==> config.mk <==
export PLATFORM = sky130hd
export DESIGN_NAME = rapcore_lite
export DESIGN_NICKNAME = d
export VERILOG_FILES = /design/src/source/rapcore_pkg.sv /design/src/source/command_sequencer.sv /design/src/source/quad_encoder.sv /design/src/source/rapcore_lite.sv /design/src/source/reg_arbiter.sv /design/src/source/spi_target.sv /design/src/source/step_generator.sv
export SDC_FILE = /design/constraint.sdc
export NUM_CORES = 1
export LEC_CHECK = 0
export BUFFER_PORTS_ARGS = -buffer_cell sky130_fd_sc_hd__buf_2
export CAP_MARGIN = 10
export CORE_MARGIN = 3
export CORE_UTILIZATION = 45
export CTS_CLUSTER_DIAMETER = 50
export DETAILED_ROUTE_END_ITERATION = 10
export GPL_TIMING_DRIVEN = 1
export SYNTH_ARGS = -nofsm -noshare
export SYNTH_HDL_FRONTEND = slang
export SYNTH_SLANG_ARGS = --single-unit
export TNS_END_PERCENT = 100
==> constraint.sdc <==
create_clock -name CLK -period 5.3 [get_ports CLK]
set_input_delay 0.265 -clock CLK [delete_from_list [all_inputs] [get_ports CLK]]
set_output_delay 0.265 -clock CLK [all_outputs]
set_load 0.02 [all_outputs]
==> src/source/rapcore_pkg.sv <==
`default_nettype none

package rapcore_pkg;

  localparam int word_w = 32;
  localparam int frame_w = 40;
  localparam int reg_count = 8;
  localparam int addr_w = 3;
  localparam int rq_count = 3;

  // Register map
  localparam logic [addr_w-1:0] reg_period = 3'd0;  // Clocks per STEP half period
  localparam logic [addr_w-1:0] reg_steps = 3'd1;
  localparam logic [addr_w-1:0] reg_ctrl = 3'd2;  // Bit 0 dir, bit 1 enable
  localparam logic [addr_w-1:0] reg_scratch = 3'd3;
  localparam logic [addr_w-1:0] reg_pos = 3'd4;
  localparam logic [addr_w-1:0] reg_enc = 3'd5;

  // Arbiter ports, lowest index wins
  localparam int rq_enc = 0;
  localparam int rq_step = 1;
  localparam int rq_cmd = 2;

  typedef enum logic [3:0] {
    op_nop   = 4'd0,
    op_write = 4'd1,
    op_read  = 4'd2,
    op_move  = 4'd3
  } opcode_e;

  typedef enum logic [2:0] {
    s_idle,
    s_fetch_period,
    s_fetch_steps,
    s_fetch_ctrl,
    s_high,
    s_low,
    s_post
  } move_state_e;

  // SPI command frame, MSB first on the wire
  typedef struct packed {
    opcode_e opcode;
    logic [3:0] addr;
    logic [word_w-1:0] data;
  } spi_frame_t;

  typedef struct packed {
    logic req;
    logic we;
    logic [addr_w-1:0] addr;
    logic [word_w-1:0] wdata;
  } bus_req_t;

endpackage

`default_nettype wire

==> src/source/command_sequencer.sv <==
`default_nettype none

module command_sequencer (
  input  logic CLK,
  input  logic resetn,
  input  rapcore_pkg::spi_frame_t frame,
  input  logic frame_valid,
  output logic [rapcore_pkg::word_w-1:0] reply,
  output logic reply_load,
  output rapcore_pkg::bus_req_t bus,
  input  logic grant,
  input  logic [rapcore_pkg::word_w-1:0] rdata,
  output logic move_start
);

  logic [rapcore_pkg::addr_w-1:0] frame_addr;
  logic host_writable;
  logic read_done;
  logic zero_load;  // Reply of zero for everything but reads

  assign frame_addr = frame.addr[rapcore_pkg::addr_w-1:0];

  // Position, encoder and the unused words are read-only from the host
  assign host_writable = frame_addr <= rapcore_pkg::reg_scratch;

  assign read_done = bus.req && !bus.we && grant;
  assign reply_load = read_done || zero_load;
  assign reply = read_done ? rdata : '0;

  always_ff @(posedge CLK) begin
    if (!resetn) begin
      bus <= '0;
      zero_load <= 1'b0;
      move_start <= 1'b0;
    end else begin
      zero_load <= 1'b0;
      move_start <= 1'b0;
      if (bus.req && grant)
        bus.req <= 1'b0;  // Access done
      if (frame_valid && !bus.req) begin
        case (frame.opcode)
          rapcore_pkg::op_write: begin
            zero_load <= 1'b1;
            if (host_writable) begin
              bus <= '{req: 1'b1, we: 1'b1, addr: frame_addr, wdata: frame.data};
            end
          end
          rapcore_pkg::op_read: begin
            bus <= '{req: 1'b1, we: 1'b0, addr: frame_addr, wdata: '0};
          end
          rapcore_pkg::op_move: begin
            zero_load <= 1'b1;
            move_start <= 1'b1;
          end
          default: begin
            zero_load <= 1'b1;
          end
        endcase
      end
    end
  end

endmodule

`default_nettype wire

==> src/source/quad_encoder.sv <==
`default_nettype none

module quad_encoder (
  input  logic CLK,
  input  logic resetn,
  input  logic enc_a,
  input  logic enc_b,
  output rapcore_pkg::bus_req_t bus
);

  logic [2:0] a_q;  // Two sync stages plus previous level
  logic [2:0] b_q;
  logic [3:0] trans;
  logic signed [rapcore_pkg::word_w-1:0] count;
  logic signed [rapcore_pkg::word_w-1:0] count_next;

  assign trans = {a_q[2], b_q[2], a_q[1], b_q[1]};  // Previous AB, current AB

  // Forward Gray order is 00, 10, 11, 01
  always_comb begin
    case (trans)
      4'b0010, 4'b1011, 4'b1101, 4'b0100: count_next = count + 32'sd1;
      4'b1000, 4'b1110, 4'b0111, 4'b0001: count_next = count - 32'sd1;
      default: count_next = count;  // No change or double change
    endcase
  end

  // Highest priority, so each posted write lands in its own cycle
  always_ff @(posedge CLK) begin
    if (!resetn) begin
      a_q <= '0;
      b_q <= '0;
      count <= '0;
      bus <= '0;
    end else begin
      a_q <= {a_q[1:0], enc_a};
      b_q <= {b_q[1:0], enc_b};
      count <= count_next;
      bus <= '{
        req: count_next != count,
        we: 1'b1,
        addr: rapcore_pkg::reg_enc,
        wdata: count_next
      };
    end
  end

endmodule

`default_nettype wire

==> src/source/rapcore_lite.sv <==
`default_nettype none

module rapcore_lite (
  input  logic CLK,
  input  logic resetn,
  input  logic SCK,
  input  logic CS,
  input  logic COPI,
  output logic CIPO,
  input  logic ENC_A,
  input  logic ENC_B,
  output logic STEP,
  output logic DIR,
  output logic ENABLE,
  output logic MOVE_DONE
);

  rapcore_pkg::spi_frame_t frame;
  logic frame_valid;
  logic [rapcore_pkg::word_w-1:0] reply;
  logic reply_load;
  logic move_start;

  // Shared register bus
  rapcore_pkg::bus_req_t req [rapcore_pkg::rq_count];
  logic [rapcore_pkg::rq_count-1:0] grant;
  logic [rapcore_pkg::word_w-1:0] rdata;

  spi_target i_spi_target (
    .CLK(CLK),
    .resetn(resetn),
    .SCK(SCK),
    .CS(CS),
    .COPI(COPI),
    .CIPO(CIPO),
    .frame(frame),
    .frame_valid(frame_valid),
    .reply(reply),
    .reply_load(reply_load)
  );

  command_sequencer i_command_sequencer (
    .CLK(CLK),
    .resetn(resetn),
    .frame(frame),
    .frame_valid(frame_valid),
    .reply(reply),
    .reply_load(reply_load),
    .bus(req[rapcore_pkg::rq_cmd]),
    .grant(grant[rapcore_pkg::rq_cmd]),
    .rdata(rdata),
    .move_start(move_start)
  );

  reg_arbiter i_reg_arbiter (
    .CLK(CLK),
    .resetn(resetn),
    .req(req),
    .grant(grant),
    .rdata(rdata)
  );

  step_generator i_step_generator (
    .CLK(CLK),
    .resetn(resetn),
    .move_start(move_start),
    .bus(req[rapcore_pkg::rq_step]),
    .grant(grant[rapcore_pkg::rq_step]),
    .rdata(rdata),
    .step(STEP),
    .dir(DIR),
    .enable(ENABLE),
    .move_done(MOVE_DONE)
  );

  quad_encoder i_quad_encoder (
    .CLK(CLK),
    .resetn(resetn),
    .enc_a(ENC_A),
    .enc_b(ENC_B),
    .bus(req[rapcore_pkg::rq_enc])
  );

endmodule

`default_nettype wire

==> src/source/reg_arbiter.sv <==
`default_nettype none

module reg_arbiter (
  input  logic CLK,
  input  logic resetn,
  input  rapcore_pkg::bus_req_t req [rapcore_pkg::rq_count],
  output logic [rapcore_pkg::rq_count-1:0] grant,
  output logic [rapcore_pkg::word_w-1:0] rdata
);

  logic [rapcore_pkg::word_w-1:0] regs [rapcore_pkg::reg_count];
  rapcore_pkg::bus_req_t sel;  // Winning request

  // Fixed priority, lowest index first
  always_comb begin
    grant = '0;
    sel = '0;
    for (int i = 0; i < rapcore_pkg::rq_count; i++) begin
      if (req[i].req && grant == '0) begin
        grant[i] = 1'b1;
        sel = req[i];
      end
    end
  end

  assign rdata = regs[sel.addr];

  always_ff @(posedge CLK) begin
    if (!resetn) begin
      for (int i = 0; i < rapcore_pkg::reg_count; i++) begin
        regs[i] <= '0;
      end
    end else if (sel.req && sel.we) begin
      regs[sel.addr] <= sel.wdata;
    end
  end

endmodule

`default_nettype wire

==> src/source/spi_target.sv <==
`default_nettype none

module spi_target (
  input  logic CLK,
  input  logic resetn,
  input  logic SCK,
  input  logic CS,
  input  logic COPI,
  output logic CIPO,
  output rapcore_pkg::spi_frame_t frame,
  output logic frame_valid,
  input  logic [rapcore_pkg::word_w-1:0] reply,
  input  logic reply_load
);

  logic [2:0] sck_q;  // Two sync stages plus edge history
  logic [1:0] cs_q;
  logic [1:0] copi_q;
  logic sck_rise;
  logic sck_fall;
  logic last_bit;
  logic reply_phase;
  logic [5:0] bit_cnt;
  logic [1:0] done_q;
  logic [rapcore_pkg::frame_w-1:0] rx_sr;
  logic [rapcore_pkg::word_w-1:0] reply_q;
  logic [rapcore_pkg::word_w-1:0] tx_sr;

  assign sck_rise = sck_q[1] && !sck_q[2];
  assign sck_fall = !sck_q[1] && sck_q[2];
  assign last_bit = sck_rise && !cs_q[1] && (bit_cnt == 6'(rapcore_pkg::frame_w - 1));

  // Reply sits in the last word_w bits of the frame
  assign reply_phase = (bit_cnt >= 6'(rapcore_pkg::frame_w - rapcore_pkg::word_w)) &&
                       (bit_cnt < 6'(rapcore_pkg::frame_w));

  always_ff @(posedge CLK) begin
    if (!resetn) begin
      sck_q <= '0;
      cs_q <= '1;
      copi_q <= '0;
      bit_cnt <= '0;
      done_q <= '0;
      frame_valid <= 1'b0;
      reply_q <= '0;
      CIPO <= 1'b0;
    end else begin
      sck_q <= {sck_q[1:0], SCK};
      cs_q <= {cs_q[0], CS};
      copi_q <= {copi_q[0], COPI};
      done_q <= {done_q[0], last_bit};
      frame_valid <= done_q[1];
      if (reply_load)
        reply_q <= reply;
      if (cs_q[1]) begin  // Deselected, short frames are lost here
        bit_cnt <= '0;
        CIPO <= 1'b0;
      end else if (sck_rise && bit_cnt != 6'(rapcore_pkg::frame_w)) begin
        bit_cnt <= bit_cnt + 6'd1;
      end else if (sck_fall) begin
        CIPO <= reply_phase && tx_sr[rapcore_pkg::word_w-1];
      end
    end
  end

  always_ff @(posedge CLK) begin
    if (!reply_phase)
      tx_sr <= reply_q;
    else if (sck_fall)
      tx_sr <= {tx_sr[rapcore_pkg::word_w-2:0], 1'b0};
    if (sck_rise)
      rx_sr <= {rx_sr[rapcore_pkg::frame_w-2:0], copi_q[1]};
    if (done_q[1])
      frame <= rapcore_pkg::spi_frame_t'(rx_sr);
  end

endmodule

`default_nettype wire

==> src/source/step_generator.sv <==
`default_nettype none

module step_generator (
  input  logic CLK,
  input  logic resetn,
  input  logic move_start,
  output rapcore_pkg::bus_req_t bus,
  input  logic grant,
  input  logic [rapcore_pkg::word_w-1:0] rdata,
  output logic step,
  output logic dir,
  output logic enable,
  output logic move_done
);

  rapcore_pkg::move_state_e state;
  logic [rapcore_pkg::word_w-1:0] period_q;
  logic [rapcore_pkg::word_w-1:0] steps_q;  // Steps still to go
  logic [rapcore_pkg::word_w-1:0] cnt;
  logic signed [rapcore_pkg::word_w-1:0] position;
  logic signed [rapcore_pkg::word_w-1:0] pos_next;

  assign pos_next = dir ? position + 32'sd1 : position - 32'sd1;

  always_comb begin
    case (state)
      rapcore_pkg::s_fetch_period:
        bus = '{req: 1'b1, we: 1'b0, addr: rapcore_pkg::reg_period, wdata: '0};
      rapcore_pkg::s_fetch_steps:
        bus = '{req: 1'b1, we: 1'b0, addr: rapcore_pkg::reg_steps, wdata: '0};
      rapcore_pkg::s_fetch_ctrl:
        bus = '{req: 1'b1, we: 1'b0, addr: rapcore_pkg::reg_ctrl, wdata: '0};
      rapcore_pkg::s_post:
        bus = '{req: 1'b1, we: 1'b1, addr: rapcore_pkg::reg_pos, wdata: pos_next};
      default:
        bus = '0;
    endcase
  end

  always_ff @(posedge CLK) begin
    if (!resetn) begin
      state <= rapcore_pkg::s_idle;
      period_q <= '0;
      steps_q <= '0;
      cnt <= '0;
      position <= '0;
      step <= 1'b0;
      dir <= 1'b0;
      enable <= 1'b0;
      move_done <= 1'b1;
    end else begin
      case (state)
        rapcore_pkg::s_idle: begin
          if (move_start) begin
            move_done <= 1'b0;
            state <= rapcore_pkg::s_fetch_period;
          end
        end
        rapcore_pkg::s_fetch_period: begin
          if (grant) begin
            period_q <= (rdata == '0) ? 32'd1 : rdata;  // Zero period runs as one
            state <= rapcore_pkg::s_fetch_steps;
          end
        end
        rapcore_pkg::s_fetch_steps: begin
          if (grant) begin
            steps_q <= rdata;
            state <= rapcore_pkg::s_fetch_ctrl;
          end
        end
        rapcore_pkg::s_fetch_ctrl: begin
          if (grant) begin
            dir <= rdata[0];
            enable <= rdata[1];
            if (steps_q == '0) begin
              move_done <= 1'b1;
              state <= rapcore_pkg::s_idle;
            end else begin
              step <= 1'b1;
              cnt <= period_q - 32'd1;
              state <= rapcore_pkg::s_high;
            end
          end
        end
        rapcore_pkg::s_high: begin
          if (cnt == '0) begin
            step <= 1'b0;
            cnt <= period_q - 32'd2;
            // The post cycle closes the low phase
            state <= (period_q == 32'd1) ? rapcore_pkg::s_post : rapcore_pkg::s_low;
          end else begin
            cnt <= cnt - 32'd1;
          end
        end
        rapcore_pkg::s_low: begin
          if (cnt == '0)
            state <= rapcore_pkg::s_post;
          else
            cnt <= cnt - 32'd1;
        end
        rapcore_pkg::s_post: begin
          if (grant) begin
            position <= pos_next;
            steps_q <= steps_q - 32'd1;
            if (steps_q == 32'd1) begin
              move_done <= 1'b1;
              state <= rapcore_pkg::s_idle;
            end else begin
              step <= 1'b1;
              cnt <= period_q - 32'd1;
              state <= rapcore_pkg::s_high;
            end
          end
        end
        default: state <= rapcore_pkg::s_idle;
      endcase
    end
  end

endmodule

`default_nettype wire

==> results of run 1 <==
==> repair_timing <==
action	CTS	global route
hold endpoints to repair	5	0
gates resized for setup	0	0
hold buffers	5	0
setup buffers	0	0
==> metrics by stage <==
step                      utilization (%)  hold WS [ps]  setup WS (ps)  total power [uW]  area, sq um
after floorplan                         -           293           1220              8870        31900
after detailed placement             47.5           407            834             10400        33000
after global placement               47.5           409            938             10300        33000
after CTS                            51.9           130            800             16300        36000
final                                51.9           137            633             16400        36000
after global routing                 51.9           153            450             17000        36000
==> critical path, stage by stage, from the launching register on <==
cell,delay (ps)
dfxtp_1,490
inv_1,350
and4_2,900
or3_2,280
buf_4,580
mux2_1,400
a2111oi_1,680
buf_4,270
nand4_1,100
nor4_1,230
nand4_1,130
a31oi_1,170
==> cell usage after synthesis (7+ instances only) <==
master,n
a222oi_1,16
xnor2_1,39
nand4b_1,8
xor2_1,30
nand2b_1,30
o21a_1,18
a211oi_1,89
o2111ai_1,80
ha_1,70
nor4_1,38
and2_1,31
and3_1,10
nand4_1,19
inv_1,37
mux2_2,38
buf_2,19
edfxtp_1,367
nor3b_1,36
nor3_1,96
and4_1,8
a22oi_1,49
nor2_1,545
a21oi_1,285
a21o_1,34
or2_2,7
dfxtp_1,263
a2111oi_0,7
clkbuf_1,208
o22ai_1,17
or4_1,30
nand3_1,68
o21ai_0,123
buf_1,21
mux2i_1,33
o211ai_1,17
a31oi_1,15
a221oi_1,12
or3_1,35
o31ai_1,85
nand2_1,280
nor2b_1,14
==> per-layer routing <==
metal / part of all wire [%] / global-route usage [%] / wire length, um
met1: 41 / 36.1 / 42000
met3: 7.7 / 3.98 / 7930
met2: 47 / 44.8 / 48500
met4: 4.9 / 12.5 / 5040
met5: 0.014 / 0 / 14
==> power groups by stage <==
stage / combinational (uW) / clock [uW] / sequential [uW]
6_report: 4700 / 5950 / 5700
5_1_grt: 5080 / 6240 / 5730
4_1_cts: 4600 / 6050 / 5690
3_5_place_dp: 4570 / 0 / 5790
3_3_place_gp: 4510 / 0 / 5790
2_1_floorplan: 3220 / 0 / 5660
==> kinds of logic after synthesis <==
group,after synthesis,share of synthesized area [%]
compound gates,931,19.6
xor+xnor,69,1.90
flops,630,51.1
buf+inv,295,3.72
mux,74,2.50
fa+ha+maj,73,2.90
simple gates,1271,18.3
==> flip-flops by register name (all words and copies together), names as in the netlist, 37 cells and up <==
| register | count |
|---|---|
| i_spi_target.rx_sr | 40 |
| i_spi_target.frame | 39 |
| i_reg_arbiter.regs | 256 |
| i_command_sequencer.bus | 37 |
==> cells in the final DEF (no fill, tap or decap), types with 68 or more instances in the layout <==
master / netlist / final
clkbuf_16: 0 / 87
dfxtp_1: 263 / 261
nand2_1: 280 / 278
nor3_1: 96 / 93
edfxtp_1: 367 / 367
nand3_1: 68 / 68
ha_1: 70 / 70
o31ai_1: 85 / 85
a211oi_1: 89 / 88
a21oi_1: 285 / 285
o21ai_0: 123 / 121
nor2_1: 545 / 539
buf_4: 2 / 101
o2111ai_1: 80 / 80
==> path summary, 6_finish.rpt <==
check	to	slack (ps)	depth (start not counted)
setup / recovery	i_step_generator.period_q[0]	630	11
hold / removal	i_spi_target.cs_q[1]	140	2
setup reg to reg	i_step_generator.period_q[0]	630	11
hold reg to reg	i_spi_target.rx_sr[36]	400	0
==> layout make-up <==
class,count,share of cell area (%)
sequential,630,45.2
multi-input combinational,2418,40.4
clock buffer,103,6.44
tap,931,3.24
timing repair buffer,119,2.55
clock inverter,53,1.78
inverter,38,0.410
==> impl_metrics.json, run 1 <==
{
  "swShare_pct": 35.5,
  "synthCells": 3343,
  "fin_nets": 3369,
  "vias": 27000,
  "synth-edff-count": 367,
  "hold_path_class": "in2reg",
  "crit_type": "reg2reg",
  "drt_iter0_drc": 3010,
  "antennaDiodeCount": 0,
  "die_area_sq_um": 74100,
  "ios": 12,
  "port_buffers": 11,
  "ys_seq_area_share_pct": 51.1,
  "insertion_delay_ps": 640,
  "fill_cells": 6244,
  "synth.distinct_cells": 82,
  "multi_input_area_sq_um": 14500,
  "grt_antenna_before_repair": 1,
  "peakVddDrop_v": 0.000341,
  "pwr-share-clk_pct": 36.4,
  "leakage_uw": 0.0132,
  "cts_root_buffer": "clkbuf_16",
  "core-area_sq_um": 69400,
  "dr.pass1.iters": 7,
  "power_switching_uw": 5800,
  "drv_cap": 0,
  "cp-start-kind": "register",
  "drt-total-wl_um": 103000,
  "vias_per_cell": 6.29,
  "grt_use_total_pct": 27.4,
  "grt.overflow.total": 0,
  "hold_violations": 0,
  "synth.cell_area_sq_um": 31900,
  "dp_hpwl_um": 67800,
  "fp.dieW_um": 272,
  "fin_crit_ps": 4670,
  "min-delay-start": "resetn",
  "powerDensity_nw_per_um2": 454,
  "routedWlPerCell_um": 24.1,
  "htree_levels": 3,
  "async_flop_share_pct": 0,
  "ys_ff_latch": 630,
  "numClockSinks": 630,
  "cts_buffers": 83,
  "cp_max_fo": 53,
  "clk_pin_slew_ps": 60,
  "maxSlewViolCount": 0,
  "final_cells": 4292,
  "syn_to_final_growth_pct": 12.9,
  "layout-drive-gt1-share_pct": 10.4,
  "setup_viol_count_final": 0,
  "gp_congestion": 0.911,
  "max_freq_mhz": 214,
  "ys.flop_type": "edfxtp_1",
  "rr_startpoint": "i_step_generator.state[0]",
  "max-slew-margin-rel_pct": 18.8,
  "seq_area_sq_um": 16300,
  "synth_area_leaders": "edfxtp_1 35%, dfxtp_1 17%, nor2_1 6.4%, a21oi_1 4.5%, nand2_1 3.3%",
  "fin_worst_skew_ps": 26.1,
  "tightest_slew_ps": 1210,
  "dieHeight_um": 272,
  "drc": 0,
  "cts_max_path_buffers": 3,
  "syn_area_per_cell_sq_um": 9.54,
  "yosys_warnings": 0,
  "antenna_left": 0,
  "std_cell_rows": 96,
  "cp.required_ps": 5860,
  "arrival_ps": 5230,
  "rsz0062_at_grt": "no",
  "place_inst": 4131,
  "yosysTopAreaCell": "edfxtp_1",
  "setup_tns_ps": 0,
  "tritoncts": "yes",
  "p_int_uw": 10600,
  "syn_nets": 3422,
  "critPathCaptureType": "register",
  "grt_max_degree": 76,
  "synth_top_area_share_pct": 34.6,
  "status": "complete, no violations",
  "grt_pass1_vias": 25700,
  "p_comb_share_pct": 28.7,
  "startpoint": "i_step_generator.state[0]",
  "fin_crit_sh_pct": 88.0,
  "start_util_pct": 45.9,
  "p_seq_share_pct": 34.8,
  "grt_first_pass_wirelength_um": 157000
}
Note: power is estimated with default switching activity, not from simulation.
==> run 2, diff against run 1 <==
--- a/config.mk
+++ b/config.mk
@@ -13,2 +13,3 @@
 export DETAILED_ROUTE_END_ITERATION = 10
+export GPL_ROUTABILITY_DRIVEN = 0
 export GPL_TIMING_DRIVEN = 1
==> constraint.sdc (replaced) <==
create_clock -name CLK -period 5.3 [get_ports CLK]
set_input_delay 0.53 -clock CLK [delete_from_list [all_inputs] [get_ports CLK]]
set_output_delay 0.53 -clock CLK [all_outputs]
set_load 0.02 [all_outputs]
==> run 2 against run 1 <==
Net effect:
- clock skew grew 1.4 ps
- hold slack lost 39 ps
- count of clock-buffer cells in the layout shrank 1
- setup slack gained 260 ps
- routed wire length shrank 2.2%
- sequential power is essentially flat
- die area is the same
- sequential share of layout area is essentially flat
- clock power grew 1%
- fmax grew 5.8%
- non-clock buffer count shrank 3
- largest cell class unchanged
- highest routed layer is now met4
==> impl_metrics.json, run 2 (synthesized netlist as in run 1, its figures left out) <==
{
  "die_area_sq_um": 74100,
  "fin_crit_ps": 4410,
  "grt_antenna_before_repair": 0,
  "setup_viol_count_final": 0,
  "arrival_ps": 4960,
  "layout_common_cells": "539 x nor2_1, 367 x edfxtp_1, 285 x a21oi_1, 278 x nand2_1, 261 x dfxtp_1",
  "drc": 0,
  "r2r_slack_ps": 890,
  "leakage_uw": 0.0131,
  "largest_register_ffs": 256,
  "port_buffers": 11,
  "hold_violations": 0,
  "cp.required_ps": 5850,
  "r2r_cells": 10,
  "hold_path_class": "in2reg",
  "insertion_delay_ps": 640,
  "tritoncts": "yes",
  "std_cell_rows": 96,
  "antenna_left": 0,
  "cts_hold_buf": 0,
  "routedWlPerCell_um": 23.5,
  "finalWorstSetupSlack_ps": 891,
  "dp_hpwl_um": 67600,
  "dieHeight_um": 272,
  "cp_max_fo": 17,
  "place_inst": 4132,
  "largest-register": "i_reg_arbiter.regs",
  "vias": 26800,
  "multi_input_area_sq_um": 14500,
  "tightest_slew_ps": 1210,
  "fp.dieW_um": 272,
  "top_regs": "i_reg_arbiter.regs: 256 flops, i_spi_target.rx_sr: 40 flops, i_spi_target.frame: 39 flops",
  "fin_nets": 3369,
  "fill_cells": 6298,
  "dr.pass1.iters": 6,
  "syn_to_final_growth_pct": 13.0,
  "core-area_sq_um": 69400,
  "grt.overflow.total": 0,
  "maxSlewViolCount": 0,
  "grt_first_pass_wirelength_um": 154000,
  "fin_worst_skew_ps": 27.5,
  "max_freq_mhz": 227,
  "max-slew-margin-rel_pct": 19.0,
  "peakVddDrop_v": 0.000297,
  "start_util_pct": 45.9,
  "status": "complete, no violations",
  "cts_resized": 0,
  "setup_tns_ps": 0,
  "dp_worst_setup_slack_ps": 983,
  "cts_buffers": 86,
  "cts_setup_buffers": 0,
  "worstReg2RegEnd": "i_step_generator.period_q[0]",
  "fin_area_sq_um": 36000,
  "drt_iter0_drc": 2650,
  "drt-total-wl_um": 101000,
  "crit_type": "reg2reg",
  "htree_levels": 3,
  "critPathCaptureType": "register",
  "grt_pass1_vias": 25700,
  "cts_max_path_buffers": 3,
  "startpoint": "i_step_generator.state[0]",
  "drv_cap": 0,
  "clk_pin_slew_ps": 60,
  "whs_endpoint": "i_spi_target.cs_q[0]",
  "powerDensity_nw_per_um2": 455,
  "layout-drive-gt1-share_pct": 10.4,
  "final_common_cell": "nor2_1",
  "min-delay-start": "CS",
  "whs_path_depth": 2,
  "fin_crit_sh_pct": 83.2,
  "grt_max_degree": 111,
  "ios": 12,
  "numClockSinks": 630,
  "cts_root_buffer": "clkbuf_16",
  "vias_per_cell": 6.25,
  "grt_use_total_pct": 26.7,
  "rr_startpoint": "i_step_generator.state[0]",
  "final_cells": 4294,
  "cp-start-kind": "register",
  "rsz0062_at_grt": "no",
  "seq_area_sq_um": 16300,
  "place_area_sq_um": 33000
}
run 2: cell type report:
cell class | count | share of cell area [%]
sequential | 630 | 45.2
timing repair buffer | 116 | 2.48
clock inverter | 58 | 1.97
inverter | 38 | 0.410
clock buffer | 102 | 6.37
tap | 931 | 3.23
antenna | 1 | 0.00695
multi-input combinational | 2418 | 40.3
run 2: how the worst max path moves through the flow:
| stage | to | slack (ps) |
|---|---|---|
| 6_report | i_step_generator.period_q[0] | 890 |
| 5_1_grt | i_quad_encoder.count[28] | 550 |
| 4_1_cts | i_step_generator.period_q[0] | 960 |
| 3_5_place_dp | i_step_generator.period_q[0] | 980 |
| 3_3_place_gp | i_step_generator.period_q[0] | 1000 |
| 2_1_floorplan | i_quad_encoder.count[26] | 1220 |
run 2: report_power, final:
group | leakage [uW] | internal (uW) | switching (uW) | total, uW
Clock | 0.00144 | 3690 | 2340 | 6030
Sequential | 0.00588 | 5410 | 301 | 5710
Combinational | 0.00581 | 1500 | 3160 | 4660
Total | 0.0131 | 10600 | 5800 | 16400
run 2: stage by stage:
stage | hold slack (ps) | utilization (%) | power, uW
4_1_cts | 72.2 | 51.9 | 16300
2_1_floorplan | 386 | - | 8870
3_5_place_dp | 403 | 47.6 | 10300
3_3_place_gp | 402 | 47.6 | 10200
5_1_grt | 87.7 | 51.9 | 17100
6_report | 97.6 | 51.9 | 16400
run 2: layer usage:
layer / part of all wire [%] / wire length, um / GRT usage, %
met1: 41 / 41200 / 34.7
met2: 47 / 47200 / 43.6
met3: 7.7 / 7760 / 4.41
met4: 4.9 / 4990 / 12.3
met5: 0 / 0 / 0
run 2: worst max-delay path: stages (launching register included):
cell      delay, ps
dfxtp_1         680
nor2b_1         250
nor4_1          540
or3_1           640
buf_4           290
a211oi_1         60
or4_1           680
or4_1           620
nor4_1          250
nand4_1         140
a31oi_1         170
